File: config.mk
export PLATFORM = sky130hd
export DESIGN_NAME = execute_stage
export DESIGN_NICKNAME = d
export VERILOG_FILES = /design/src/hdl/ex_pkg.sv /design/src/hdl/execute_stage.sv /design/src/hdl/branch_unit.sv /design/src/hdl/alu_flags.sv /design/src/hdl/alu_bit.sv /design/src/hdl/operand_select.sv
export SDC_FILE = /design/constraint.sdc
export NUM_CORES = 1
export LEC_CHECK = 0
export ABC_AREA = 1
export BUFFER_PORTS_ARGS = -buffer_cell sky130_fd_sc_hd__buf_2
export CORE_MARGIN = 4
export CORE_UTILIZATION = 25
export CTS_CLUSTER_SIZE = 28
export DETAILED_ROUTE_END_ITERATION = 8
export PLACE_DENSITY = 0.52
export SETUP_SLACK_MARGIN = 0.2
export SYNTH_ARGS = -nofsm -noshare
export SYNTH_HDL_FRONTEND = slang
export SYNTH_SLANG_ARGS = --single-unit
File: constraint.sdc
create_clock -name clk -period 93.5 [get_ports clk]
set_input_delay 23.375 -clock clk [delete_from_list [all_inputs] [get_ports clk]]
set_output_delay 23.375 -clock clk [all_outputs]
set_load 0.01 [all_outputs]
File: src/hdl/ex_pkg.sv
// ex_pkg
// shared widths, ALU op codes, branch kinds and the structs used
// across the execute stage of the 64-bit load/store core
`default_nettype none

package ex_pkg;

	// datapath width and word-to-byte shift for branch offsets
	localparam int DATA_W   = 64;
	localparam int BR_SHIFT = 2;

	// ALU operation codes, as driven by decode
	localparam logic [2:0] ALU_PASS_B = 3'b000;
	localparam logic [2:0] ALU_ADD    = 3'b010;
	localparam logic [2:0] ALU_SUB    = 3'b011;
	localparam logic [2:0] ALU_AND    = 3'b100;
	localparam logic [2:0] ALU_OR     = 3'b101;
	localparam logic [2:0] ALU_XOR    = 3'b110;

	// branch kinds
	localparam logic [1:0] BR_NONE   = 2'b00;
	localparam logic [1:0] BR_ALWAYS = 2'b01;
	localparam logic [1:0] BR_CBZ    = 2'b10;
	localparam logic [1:0] BR_LT     = 2'b11;

	// slice output select, one per bit slice
	localparam logic [1:0] LSEL_AND = 2'b00;
	localparam logic [1:0] LSEL_OR  = 2'b01;
	localparam logic [1:0] LSEL_XOR = 2'b10;
	localparam logic [1:0] LSEL_SUM = 2'b11;

	// request from decode, already extended and read
	typedef struct packed {
		logic [DATA_W-1:0] read_data1;
		logic [DATA_W-1:0] read_data2;
		logic [DATA_W-1:0] pc;
		logic [DATA_W-1:0] imm_ext;
		logic [DATA_W-1:0] br_offset;
		logic [2:0]        alu_op;
		logic              alu_src;   // set picks imm_ext as B
		logic              set_flags;
		logic [1:0]        br_kind;
	} ex_req_t;

	// results handed on to memory access and fetch
	typedef struct packed {
		logic [DATA_W-1:0] alu_result;
		logic [DATA_W-1:0] store_data;
		logic [DATA_W-1:0] branch_target;
		logic              branch_taken;
	} ex_res_t;

	// condition flags
	typedef struct packed {
		logic negative;
		logic zero;
		logic overflow;
		logic carry;
	} ex_flags_t;

	// per-slice controls, decoded once for the whole chain
	typedef struct packed {
		logic [1:0] logic_sel;
		logic       pass_b;
	} slice_ctl_t;

endpackage

`default_nettype wire
File: src/hdl/execute_stage.sv
// execute_stage
// execute stage of the load/store core: operand select, a ripple
// chain of ALU bit slices, the flag register and the branch unit
`timescale 1ns/1ps
`default_nettype none

module execute_stage import ex_pkg::*; (
	input  wire logic      clk,
	input  wire logic      reset,
	input  wire ex_req_t   req,
	output ex_res_t        res,
	output ex_flags_t      flags
);

	logic [DATA_W-1:0] b_vec;
	logic [DATA_W:0]   carry;
	logic [DATA_W-1:0] sum_bits;
	slice_ctl_t        slice_ctl;
	logic              arith;
	logic [DATA_W-1:0] alu_result;
	logic [DATA_W-1:0] branch_target;
	logic              branch_taken;

	// B operand, carry-in and slice controls
	operand_select i_operand_select (
		.req_op     (req.alu_op),
		.alu_src    (req.alu_src),
		.read_data2 (req.read_data2),
		.imm_ext    (req.imm_ext),
		.b_vec      (b_vec),
		.carry_in   (carry[0]),
		.slice_ctl  (slice_ctl),
		.arith      (arith)
	);

	// ripple chain, slice i carries into slice i+1
	for (genvar i = 0; i < DATA_W; i++) begin : g_slice
		alu_bit i_alu_bit (
			.a      (req.read_data1[i]),
			.b      (b_vec[i]),
			.cin    (carry[i]),
			.ctl    (slice_ctl),
			.result (sum_bits[i]),
			.cout   (carry[i+1])
		);
	end

	// result word and flag register
	// top slice carries feed overflow and carry
	alu_flags i_alu_flags (
		.clk           (clk),
		.reset         (reset),
		.sum_bits      (sum_bits),
		.carry_msb_in  (carry[DATA_W-1]),
		.carry_msb_out (carry[DATA_W]),
		.arith         (arith),
		.set_flags     (req.set_flags),
		.alu_result    (alu_result),
		.flags         (flags)
	);

	// target and taken, BR_LT reads the registered flags
	branch_unit i_branch_unit (
		.pc            (req.pc),
		.br_offset     (req.br_offset),
		.read_data2    (req.read_data2),
		.br_kind       (req.br_kind),
		.flags         (flags),
		.branch_target (branch_target),
		.branch_taken  (branch_taken)
	);

	// store data is read_data2 unchanged
	assign res = '{
		alu_result:    alu_result,
		store_data:    req.read_data2,
		branch_target: branch_target,
		branch_taken:  branch_taken
	};

endmodule

`default_nettype wire

File: src/hdl/branch_unit.sv
// branch_unit
// branch target from pc plus the scaled word offset, and the
// taken decision for unconditional, cbz and less-than branches
`timescale 1ns/1ps
`default_nettype none

module branch_unit import ex_pkg::*; (
	input  wire logic [DATA_W-1:0] pc,
	input  wire logic [DATA_W-1:0] br_offset,
	input  wire logic [DATA_W-1:0] read_data2,
	input  wire logic [1:0]        br_kind,
	input  wire ex_flags_t         flags,
	output logic      [DATA_W-1:0] branch_target,
	output logic                   branch_taken
);

	logic [DATA_W-1:0] byte_offset;
	logic              rd2_zero;
	logic              less_than;

	// word offset to byte offset
	assign byte_offset   = br_offset << BR_SHIFT;
	assign branch_target = pc + byte_offset;

	// cbz looks at the register itself, not the flags
	assign rd2_zero = ~|read_data2;

	// signed less-than from the stored flags, n != v
	// stored flags, so a compare in the previous cycle steers this one
	assign less_than = flags.negative ^ flags.overflow;

	always_comb begin
		case (br_kind)
			BR_ALWAYS: branch_taken = 1'b1;
			BR_CBZ:    branch_taken = rd2_zero;
			BR_LT:     branch_taken = less_than;
			default:   branch_taken = 1'b0;
		endcase
	end

endmodule

`default_nettype wire

File: src/hdl/alu_flags.sv
// alu_flags
// gathers the slice outputs into the result word and keeps the
// negative, zero, overflow and carry flags, loaded on set_flags
`timescale 1ns/1ps
`default_nettype none

module alu_flags import ex_pkg::*; (
	input  wire logic              clk,
	input  wire logic              reset,
	input  wire logic [DATA_W-1:0] sum_bits,
	input  wire logic              carry_msb_in,
	input  wire logic              carry_msb_out,
	input  wire logic              arith,
	input  wire logic              set_flags,
	output logic      [DATA_W-1:0] alu_result,
	output ex_flags_t              flags
);

	ex_flags_t flags_next;

	// result word straight from the slices
	assign alu_result = sum_bits;

	always_comb begin
		// sign and zero come from the result for every op
		flags_next.negative = sum_bits[DATA_W-1];
		flags_next.zero     = ~|sum_bits;
		// adder flags only mean something for add and sub
		if (arith) begin
			// signed overflow when carry into msb differs from carry out
			flags_next.overflow = carry_msb_in ^ carry_msb_out;
			flags_next.carry    = carry_msb_out;
		end else begin
			flags_next.overflow = 1'b0;
			flags_next.carry    = 1'b0;
		end
	end

	// flag register, held unless the instruction sets flags
	always_ff @(posedge clk) begin
		if (reset) begin
			flags <= '0;
		end else if (set_flags) begin
			flags <= flags_next;
		end
	end

endmodule

`default_nettype wire

File: src/hdl/alu_bit.sv
// alu_bit
// one ALU bit slice, a full adder with and/or/xor beside it,
// output chosen by the shared slice controls
`timescale 1ns/1ps
`default_nettype none

module alu_bit import ex_pkg::*; (
	input  wire logic       a,
	input  wire logic       b,
	input  wire logic       cin,
	input  wire slice_ctl_t ctl,
	output logic            result,
	output logic            cout
);

	logic half;
	logic sum;

	// full adder
	assign half = a ^ b;
	assign sum  = half ^ cin;
	assign cout = (a & b) | (cin & half);

	always_comb begin
		if (ctl.pass_b) begin
			// b arrives uninverted for pass
			result = b;
		end else begin
			case (ctl.logic_sel)
				LSEL_AND: result = a & b;
				LSEL_OR:  result = a | b;
				LSEL_XOR: result = half;
				default:  result = sum;
			endcase
		end
	end

endmodule

`default_nettype wire

File: src/hdl/operand_select.sv
// operand_select
// picks the B operand, inverts it for subtract and decodes the
// ALU op into carry-in and slice controls for the bit-slice chain
`timescale 1ns/1ps
`default_nettype none

module operand_select import ex_pkg::*; (
	input  wire logic [2:0]        req_op,
	input  wire logic              alu_src,
	input  wire logic [DATA_W-1:0] read_data2,
	input  wire logic [DATA_W-1:0] imm_ext,
	output logic      [DATA_W-1:0] b_vec,
	output logic                   carry_in,
	output slice_ctl_t             slice_ctl,
	output logic                   arith
);

	logic [DATA_W-1:0] b_sel;

	// immediate or register operand
	assign b_sel = alu_src ? imm_ext : read_data2;

	always_comb begin
		// defaults cover add and the logic ops
		b_vec               = b_sel;
		carry_in            = 1'b0;
		slice_ctl.pass_b    = 1'b0;
		slice_ctl.logic_sel = LSEL_SUM;
		arith               = 1'b0;
		case (req_op)
			ALU_PASS_B: slice_ctl.pass_b = 1'b1;
			ALU_ADD:    arith = 1'b1;
			ALU_SUB: begin
				// two's complement, a + ~b + 1
				b_vec    = ~b_sel;
				carry_in = 1'b1;
				arith    = 1'b1;
			end
			ALU_AND:    slice_ctl.logic_sel = LSEL_AND;
			ALU_OR:     slice_ctl.logic_sel = LSEL_OR;
			ALU_XOR:    slice_ctl.logic_sel = LSEL_XOR;
			default: begin
				// unused codes give zero, a & 0 in every slice
				b_vec               = '0;
				slice_ctl.logic_sel = LSEL_AND;
			end
		endcase
	end

endmodule

`default_nettype wire

==> out/results.txt, run 1 <==
initial core utilization = 25.5%
post-synthesis instance total = 2239
most common cell after layout, fill and taps aside = buf_2
Multi-input gate area = 0.0107 sq mm
fillcell total = 6214
clock power share = 5.4%
status = finished clean
post-route met1 wirelength = 24100 microns
Layout Cells excl Fill = 3267
crit-path most repeated cell = fa_1
# H-tree levels = 1
sw power = 0.0000733 W
Max IR drop VDD = 0.00000461 V
hold_buf cts = 0
Slew Viols, Final = 0
power share of the sequential group = 1.5%
total power = 0.000123 W
CP max-delay cell = nand2_1
vias in the first global route = 15600
sequential cell area = 80.1 sq um
syn nets = 2822
Syn Std Cell Area = 0.0135 sq mm
metal3 WL = 4420 microns
yosys warns = 0
top layer in use = met5
Max stage delay on crit path = 0.79 ns
Via density = 4.74
flop2flop setup slack = 92.85 ns
die span in y = 241 microns
hold endpoint = i_alu_flags.flags[2]
placed cell area = 0.0158 sq mm
# port buffers = 519
Critical Path Source = req[6]
first-pass iteration count of the detailed router = 5
Lkg Pwr = 9.15 nW
Most flops, register = i_alu_flags.flags
Gate power share = 93.1%
max reg flops = 4
layout cells sized above 1 = 21.6%
top flop regs = i_alu_flags.flags: 4 flops
total congestion overflow = 0
largest net degree at the start of global routing = 68
initial DRC count = 786
switching part of the total = 59.6%
worst r2r src = i_alu_flags.flags[1]
Post-DRT Antenna Nets = 0
Clk Tree Root Cell = clkbuf_16
FF-to-FF path depth = 2
Reg-to-Reg End = i_alu_flags.flags[1]
crit end category = primary output
met2 routed WL = 34200 microns
core box area = 0.0531 sq mm
crit share post-route = 81.5%
clock transition at the registers of the reported paths = 0.03 ns
Tmin final = 76.21 ns
Hold Crit Class = flop to flop
Resized cells post-CTS = 0
placed cell count = 3261
Die W = 241 microns
CTS tree = yes
cell depth of the worst hold path = 2
Fin. Hold Viols = 0
Top-Level Pins = 526
Syn Area/Cell = 6.04 sq um
Cell Pwr Density = 7.73 mW/mm^2
row count = 84
global-route wire length before repair = 93700 microns
setup repair bufs after CTS = 0
post-synthesis sequential area ratio = 0.592%
Slew @ Worst Pin = 1.08 ns
required time of the critical path = 70.12 ns
clk_lat worst skew = 0.22 ns
Critical Path AT = 52.84 ns
CTS Buf Count = 3
Via Count = 15500
maximum clock rate = 13.1 MHz
drc violations = 0
clock net sink count = 4
Area growth, synth to finish = 17.8%
cell internal pwr = 0.0000497 W
WL per Instance = 19.9 microns
CP Class = primary input to primary output
Clock Skew = 0 ns
Die Area = 0.0579 sq mm
initial antenna violation count = 16
gpl congestion = 0.920
Nets = 3161
Longest Clk Path Bufs = 2
most frequent cells in the layout = buf_2 (518), nand2_1 (452), inv_1 (380)
post-DP HPWL = 55400 microns
worst-path fanout max = 36
GRT Resource Usage Total = 21.4%
Routed Wire Length = 65100 microns
RSZ-0062 raised after global routing = no
hold slack = 0.456 ns
Setup violations, final = 0
Max-Cap Viols = 0
synth unique cells = 37
crit start category = primary input
setup_tns = 0 ns
Slew HR = 27.2%
Yosys reg bits = 4
Min-Delay Startpoint = i_alu_flags.flags[2]
post-route cell area = 0.0159 sq mm
## logic make-up after synthesis
group	share of synthesized area [%]
buffers and inverters	20.4
XOR/XNOR	3.50
multiplexers	4.00
AO/OA/AOI/OAI	13.5
AND/OR/NAND/NOR	30.9
flip-flops	0.592
adder cells (fa/ha/maj)	27.1
## cell usage after synthesis
master     number  area [sq um]
a21boi_0        4          30.0
a21o_1         12          90.1
a21oi_1       113           566
a221oi_1        3          26.3
a31o_2          1          8.76
a31oi_1        14          87.6
and3_1          4          25.0
buf_1           4          15.0
buf_2          35           175
buf_4         133           998
buf_6           2          22.5
clkbuf_1       26          97.6
dfxtp_1         4          80.1
fa_1           65          1300
ha_1          189          2360
inv_1         381          1430
inv_2           4          15.0
mux2i_1        54           541
nand2_1       454          1700
nand2_4         1          11.3
nand3_1        84           420
nand3_2         1          10.0
nand3b_1       26           195
nand4_1        76           475
nor2_1        303          1140
nor2_2          1          6.26
nor3_1         10          50.1
nor4_1         18           113
o2111ai_1       4          35.0
o211ai_1        5          37.5
o21a_1         66           495
o21ai_0        70           350
o21bai_1       13          97.6
or2_2           4          25.0
or4_1           1          7.51
xnor2_1        22           193
xor2_1         32           280
## worst max path at each step
stage / to / slack, ns
after floorplan: res[192] / 20.96
after global placement: res[192] / 17.07
after global routing: res[192] / 16.51
final: res[192] / 17.29
after CTS: res[192] / 16.87
after detailed placement: res[192] / 16.92
## per-stage QoR
step	setup slack, ns	util, %
4_1_cts	16.87	30.0
6_report	17.29	30.0
5_1_grt	16.51	30.0
2_1_floorplan	20.96	-
3_5_place_dp	16.92	29.8
3_3_place_gp	17.07	29.8
## power by group through the flow
stage                     Sequential (W)    Clock, W  Combinational, W
after floorplan               0.00000194           0         0.0000766
after global placement        0.00000191           0          0.000115
after detailed placement      0.00000191           0          0.000116
after CTS                     0.00000189  0.00000673          0.000116
after global routing          0.00000191  0.00000690          0.000129
final                         0.00000189  0.00000661          0.000114
## worst max-delay path: cells and delay by family
family	cells	cell delay, ns
adder cells (fa/ha/maj)	64	27.05
buffers and inverters	6	1.19
AND/OR/NAND/NOR	6	1.16
## routing by layer
metal	vias to the layer above	track usage [%]
li1	7693	-
met2	597	42.9
met3	104	3.50
met1	7086	23.0
met4	20	5.32
met5	-	0
## cell type report
cell class | instances | share of cell area (%)
multi-input cells | 1650 | 67.5
flip-flops and latches | 4 | 0.503
repair buffers | 534 | 17.0
well taps | 688 | 5.41
diodes | 3 | 0.0472
clock buffers | 3 | 0.472
inverters | 385 | 9.08
(Power assumes the default switching activity.)
==> inputs of run 2 (changes only) <==
==> constraint.sdc (replaced) <==
create_clock -name clk -period 74.6 [get_ports clk]
set_input_delay 18.65 -clock clk [delete_from_list [all_inputs] [get_ports clk]]
set_output_delay 18.65 -clock clk [all_outputs]
set_load 0.01 [all_outputs]
==> run 2 against run 1 <==
Compared with the run above:
- clock skew is the same
- worst setup slack lost 8.9 ns
- count of clock-buffer cells in the layout is the same
- wire length shrank 0.41%
- flip-flop and latch count is the same
- sequential share of layout area is essentially flat
- non-clock buffer count shrank 2
- first-iteration DRC count shrank 21%
- hold slack gained 0.0011 ns
- cell count grew 0.15%
- sequential power grew 25%
- final area is essentially flat
==> out/results.txt, run 2 (synthesized netlist as in run 1, its figures left out) <==
sequential cell area = 80.1 sq um (unchanged)
most common cell after layout, fill and taps aside = buf_2
global-route wire length before repair = 91800 microns (-2.0%)
Slew HR = 18.1% (-9.2 points)
switching part of the total = 59.6% (about the same)
Critical Path AT = 47.53 ns (-5.31 ns)
Die W = 241 microns (unchanged)
Post-DRT Antenna Nets = 0 (unchanged)
setup_tns = 0 ns (unchanged)
CP max-delay cell = nand2_1
crit share post-route = 88.7%
die span in y = 241 microns (unchanged)
Lkg Pwr = 9.15 nW (about the same)
Nets = 3159 (-0.063%)
cell internal pwr = 0.0000622 W (+25%)
Min-Delay Startpoint = i_alu_flags.flags[2]
CP Class = primary input to primary output
# port buffers = 519 (unchanged)
Hold Crit Class = flop to flop
largest net degree at the start of global routing = 68 (unchanged)
required time of the critical path = 55.95 ns (-14.17 ns)
WL per Instance = 19.8 microns (-0.56%)
# H-tree levels = 1 (unchanged)
initial DRC count = 621 (-21%)
first-pass iteration count of the detailed router = 5 (unchanged)
pre-CTS WS = 8.29 ns (-8.63 ns)
Clk Tree Root Cell = clkbuf_16
layout cells sized above 1 = 21.6% (-0.061 points)
Top-Level Pins = 526 (unchanged)
fillcell total = 6189 (-0.40%)
Resized cells post-CTS = 0 (unchanged)
Fin. Hold Viols = 0 (unchanged)
power share of the sequential group = 1.5% (about the same)
Clock Skew = 0 ns (unchanged)
drc violations = 0 (unchanged)
initial core utilization = 25.5% (unchanged)
Gate power share = 93.0% (about the same)
Max-Cap Viols = 0 (unchanged)
Most flops, register = i_alu_flags.flags
final worst slack = 8.42 ns (-8.86 ns)
clock net sink count = 4 (unchanged)
crit end category = primary output
post-DP HPWL = 55400 microns (about the same)
row count = 84 (unchanged)
Via density = 4.71 (-0.70%)
GRT Resource Usage Total = 21.0% (-0.35 points)
CTS tree = yes
Tmin final = 66.18 ns
crit-path most repeated cell = fa_1
status = finished clean
Cell Pwr Density = 9.66 mW/mm^2 (+25%)
Max stage delay on crit path = 0.79 ns (about the same)
Slew Viols, Final = 0 (unchanged)
hold slack = 0.457 ns (+0.00110 ns)
total congestion overflow = 0 (unchanged)
placed cell count = 3259 (-0.061%)
vias in the first global route = 15300 (-2.0%)
hold_buf cts = 0 (unchanged)
max reg flops = 4 (unchanged)
clock transition at the registers of the reported paths = 0.03 ns (about the same)
Max IR drop VDD = 0.00000594 V (+29%)
total power = 0.000154 W (+25%)
Longest Clk Path Bufs = 2 (unchanged)
sw power = 0.0000918 W (+25%)
crit start category = primary input
clk_lat worst skew = 0.22 ns (about the same)
Layout Cells excl Fill = 3272 (+0.15%)
maximum clock rate = 15.1 MHz
Routed Wire Length = 64800 microns (-0.41%)
Area growth, synth to finish = 17.9% (about the same)
Multi-input gate area = 0.0107 sq mm (unchanged)
Die Area = 0.0579 sq mm (unchanged)
gpl congestion = 0.931 (+1.2%)
clock power share = 5.4% (about the same)
CTS Buf Count = 3 (unchanged)
RSZ-0062 raised after global routing = no
Critical Path Source = req[6]
top flop regs = i_alu_flags.flags: 4 flops
setup repair bufs after CTS = 0 (unchanged)
Setup violations, final = 0 (unchanged)
worst-path fanout max = 36 (unchanged)
core box area = 0.0531 sq mm (unchanged)
most frequent cells in the layout = buf_2 (518), nand2_1 (452), inv_1 (380)
worst r2r src = i_alu_flags.flags[3]
initial antenna violation count = 27 (+11)
Slew @ Worst Pin = 1.22 ns (+0.136 ns)
Via Count = 15400 (-0.55%)
## run 2: critical path: cells and delay by family
family          cells  cell delay [ns]
compound gates      1             0.14
fa+ha+maj          64            26.20
simple gates        7             1.26
buf+inv             7             1.26
## run 2: final timing paths
path | end | slack [ns] | depth (start not counted)
min reg2reg | i_alu_flags.flags[2] | 0.46 | 2
min | i_alu_flags.flags[2] | 0.46 | 2
max | res[192] | 8.42 | 79
max reg2reg | i_alu_flags.flags[3] | 73.93 | 2
## run 2: routing by layer
layer / share of wire [%] / up-vias / routed length [microns] / global-route usage [%]
li1: - / 7711 / - / -
met1: 36 / 6994 / 23600 / 21.9
met2: 51 / 551 / 33100 / 40.4
met3: 7.8 / 127 / 5030 / 5.07
met4: 4.3 / 32 / 2810 / 8.17
met5: 0.34 / - / 221 / 0
## run 2: stage by stage
step	instance area (sq um)	utilization (%)
after floorplan	13500	-
after global placement	15800	29.8
after detailed placement	15800	29.8
after CTS	15900	30.0
after global routing	15900	30.0
final	15900	30.0
## run 2: power groups by stage
| stage | Sequential [W] | Clock [W] | Combinational [W] |
|---|---|---|---|
| after floorplan | 0.00000244 | 0 | 0.0000960 |
| after global placement | 0.00000240 | 0 | 0.000144 |
| after detailed placement | 0.00000240 | 0 | 0.000145 |
| after CTS | 0.00000237 | 0.00000849 | 0.000145 |
| after global routing | 0.00000239 | 0.00000870 | 0.000161 |
| final | 0.00000237 | 0.00000834 | 0.000143 |
## run 2: layout make-up
type                            count  share of cell area, %
Timing Repair Buffer              532                   17.0
Antenna cell                       10                  0.157
Sequential cell                     4                  0.503
Clock buffer                        3                  0.471
Inverter                          385                   9.07
Multi-Input combinational cell   1650                   67.4
Tap cell                          688                   5.40
==> inputs of run 3 (changes only) <==
--- a/config.mk
+++ b/config.mk
@@ -7,11 +7,11 @@
 export LEC_CHECK = 0
 export ABC_AREA = 1
 export BUFFER_PORTS_ARGS = -buffer_cell sky130_fd_sc_hd__buf_2
-export CORE_MARGIN = 4
-export CORE_UTILIZATION = 25
+export CORE_AREA = 4 4 201 203
 export CTS_CLUSTER_SIZE = 28
 export DETAILED_ROUTE_END_ITERATION = 8
-export PLACE_DENSITY = 0.52
+export DIE_AREA = 0 0 205 207
+export PLACE_DENSITY = 0.66
 export SETUP_SLACK_MARGIN = 0.2
 export SYNTH_ARGS = -nofsm -noshare
 export SYNTH_HDL_FRONTEND = slang
==> run 3 against run 2 <==
Compared with the run above:
- first-iteration DRC count grew 56%
- flip-flop and latch count is the same
- critical path type unchanged
- sequential power is essentially flat
- wire length shrank 2.9%
- register-to-register slack is essentially flat
==> out/results.txt, run 3 (synthesized netlist as in run 1, its figures left out) <==
status = finished clean
RSZ-0062 raised after global routing = no
Via Count = 15900 (+3.0%)
# H-tree levels = 1 (unchanged)
Setup violations, final = 0 (unchanged)
Max stage delay on crit path = 0.73 ns (-0.06 ns)
Critical Path Source = req[6]
Cell Pwr Density = 9.88 mW/mm^2 (+2.2%)
top layer in use = met5
metal3 WL = 4120 microns (-18%)
Most flops, register = i_alu_flags.flags
switching part of the total = 59.8% (+0.16 points)
maximum clock rate = 15.1 MHz (-0.30%)
placed cell count = 3088 (-5.2%)
clk_lat worst skew = 0.22 ns (about the same)
Tmin final = 66.38 ns (+0.198 ns)
CTS Buf Count = 3 (unchanged)
required time of the critical path = 55.95 ns (about the same)
hold_buf cts = 0 (unchanged)
initial antenna violation count = 19 (-30%)
clock net sink count = 4 (unchanged)
Critical Path AT = 47.73 ns (+0.20 ns)
fillcell total = 4190 (-32%)
CTS tree = yes
total congestion overflow = 0 (unchanged)
Clk Tree Root Cell = clkbuf_16
row count = 72 (-14%)
worst-path fanout max = 36 (unchanged)
max reg flops = 4 (unchanged)
Fin. Hold Viols = 0 (unchanged)
Gate power share = 93.1% (about the same)
gpl congestion = 0.947 (+1.8%)
vias in the first global route = 16300 (+6.3%)
initial DRC count = 969 (+56%)
post-DP HPWL = 52900 microns (-4.4%)
worst r2r src = i_alu_flags.flags[3]
most common cell after layout, fill and taps aside = buf_2
die span in y = 207 microns (-14%)
clock transition at the registers of the reported paths = 0.03 ns (about the same)
Longest Clk Path Bufs = 2 (unchanged)
setup repair bufs after CTS = 0 (unchanged)
Via density = 5.11 (+8.6%)
core box area = 0.0385 sq mm (-28%)
crit share post-route = 89.0% (+0.26 points)
Nets = 3158 (-0.032%)
Die W = 205 microns (-15%)
GRT Resource Usage Total = 27.7% (+6.7 points)
layout cells sized above 1 = 21.5% (-0.11 points)
crit end category = primary output
sw power = 0.0000927 W (+0.98%)
Multi-input gate area = 0.0107 sq mm (about the same)
first-pass iteration count of the detailed router = 8 (+3)
Resized cells post-CTS = 0 (unchanged)
Hold Crit Class = flop to flop
# port buffers = 519 (unchanged)
WL per Instance = 20.3 microns (+2.3%)
Routed Wire Length = 62900 microns (-2.9%)
initial core utilization = 35.1% (+9.7 points)
Die Area = 0.0424 sq mm (-27%)
global-route wire length before repair = 92400 microns (+0.65%)
Area growth, synth to finish = 16.2%
Clock Skew = 0 ns (unchanged)
most frequent cells in the layout = buf_2 (518), nand2_1 (453), inv_1 (380)
Max IR drop VDD = 0.00000659 V (+11%)
setup_tns = 0 ns (unchanged)
Slew Viols, Final = 0 (unchanged)
sequential cell area = 80.1 sq um (unchanged)
post-route met1 wirelength = 23900 microns (+1.3%)
Post-DRT Antenna Nets = 0 (unchanged)
crit-path most repeated cell = fa_1
final worst slack = 8.22 ns (-0.198 ns)
Max-Cap Viols = 0 (unchanged)
drc violations = 0 (unchanged)
met2 routed WL = 30900 microns (-6.6%)
Slew HR = 20.6% (+2.6 points)
CP max-delay cell = nand2_1
cell internal pwr = 0.0000624 W (+0.32%)
pre-CTS WS = 8.35 ns (+0.0666 ns)
Top-Level Pins = 526 (unchanged)
Min-Delay Startpoint = i_alu_flags.flags[2]
Slew @ Worst Pin = 1.19 ns (-0.0272 ns)
crit start category = primary input
Layout Cells excl Fill = 3105 (-5.1%)
Lkg Pwr = 9.14 nW (-0.12%)
clock power share = 5.4% (about the same)
largest net degree at the start of global routing = 74 (+8.8%)
CP Class = primary input to primary output
power share of the sequential group = 1.5% (about the same)
total power = 0.000155 W (+0.71%)
top flop regs = i_alu_flags.flags: 4 flops
[run 3: cell type report]
class | instances | area share, %
multi-input combinational | 1650 | 68.3
timing repair buffer | 531 | 17.1
inverter | 385 | 9.20
tap | 518 | 4.13
sequential | 4 | 0.510
clock buffer | 3 | 0.478
antenna | 14 | 0.223
[run 3: layer usage]
layer  global-route usage, %  up-vias
li1                        -     7691
met1                    31.5     7343
met2                    50.1      685
met3                    3.63      144
met4                    14.5       18
met5                       0        -
[run 3: worst paths after layout]
kind / slack [ns] / to / depth (start not counted)
worst max-delay path: 8.22 / res[192] / 78
worst min-delay path: 0.46 / i_alu_flags.flags[2] / 2
worst max register to register: 73.94 / i_alu_flags.flags[3] / 2
worst min register to register: 0.46 / i_alu_flags.flags[2] / 2
[run 3: power groups by stage]
stage	registers, W	logic [W]	clock network [W]
finish	0.00000237	0.000144	0.00000837
global placement	0.00000239	0.000142	0
CTS	0.00000237	0.000145	0.00000841
global route	0.00000239	0.000160	0.00000865
detailed placement	0.00000240	0.000144	0
floorplan	0.00000244	0.0000960	0
[run 3: through the flow]
| step | cell area (sq um) | utilization [%] | hold slack [ns] |
|---|---|---|---|
| after global routing | 15700 | 40.8 | 0.480 |
| after detailed placement | 15600 | 40.5 | 0.453 |
| final | 15700 | 40.8 | 0.460 |
| after floorplan | 13500 | - | 0.481 |
| after CTS | 15700 | 40.7 | 0.459 |
| after global placement | 15600 | 40.5 | 0.445 |
[run 3: worst max-delay path, delay by kind of cell]
kind            cells  cell delay (ns)
simple gates        7             1.51
buf+inv             6             0.97
fa+ha+maj          64            26.39
compound gates      1             0.15
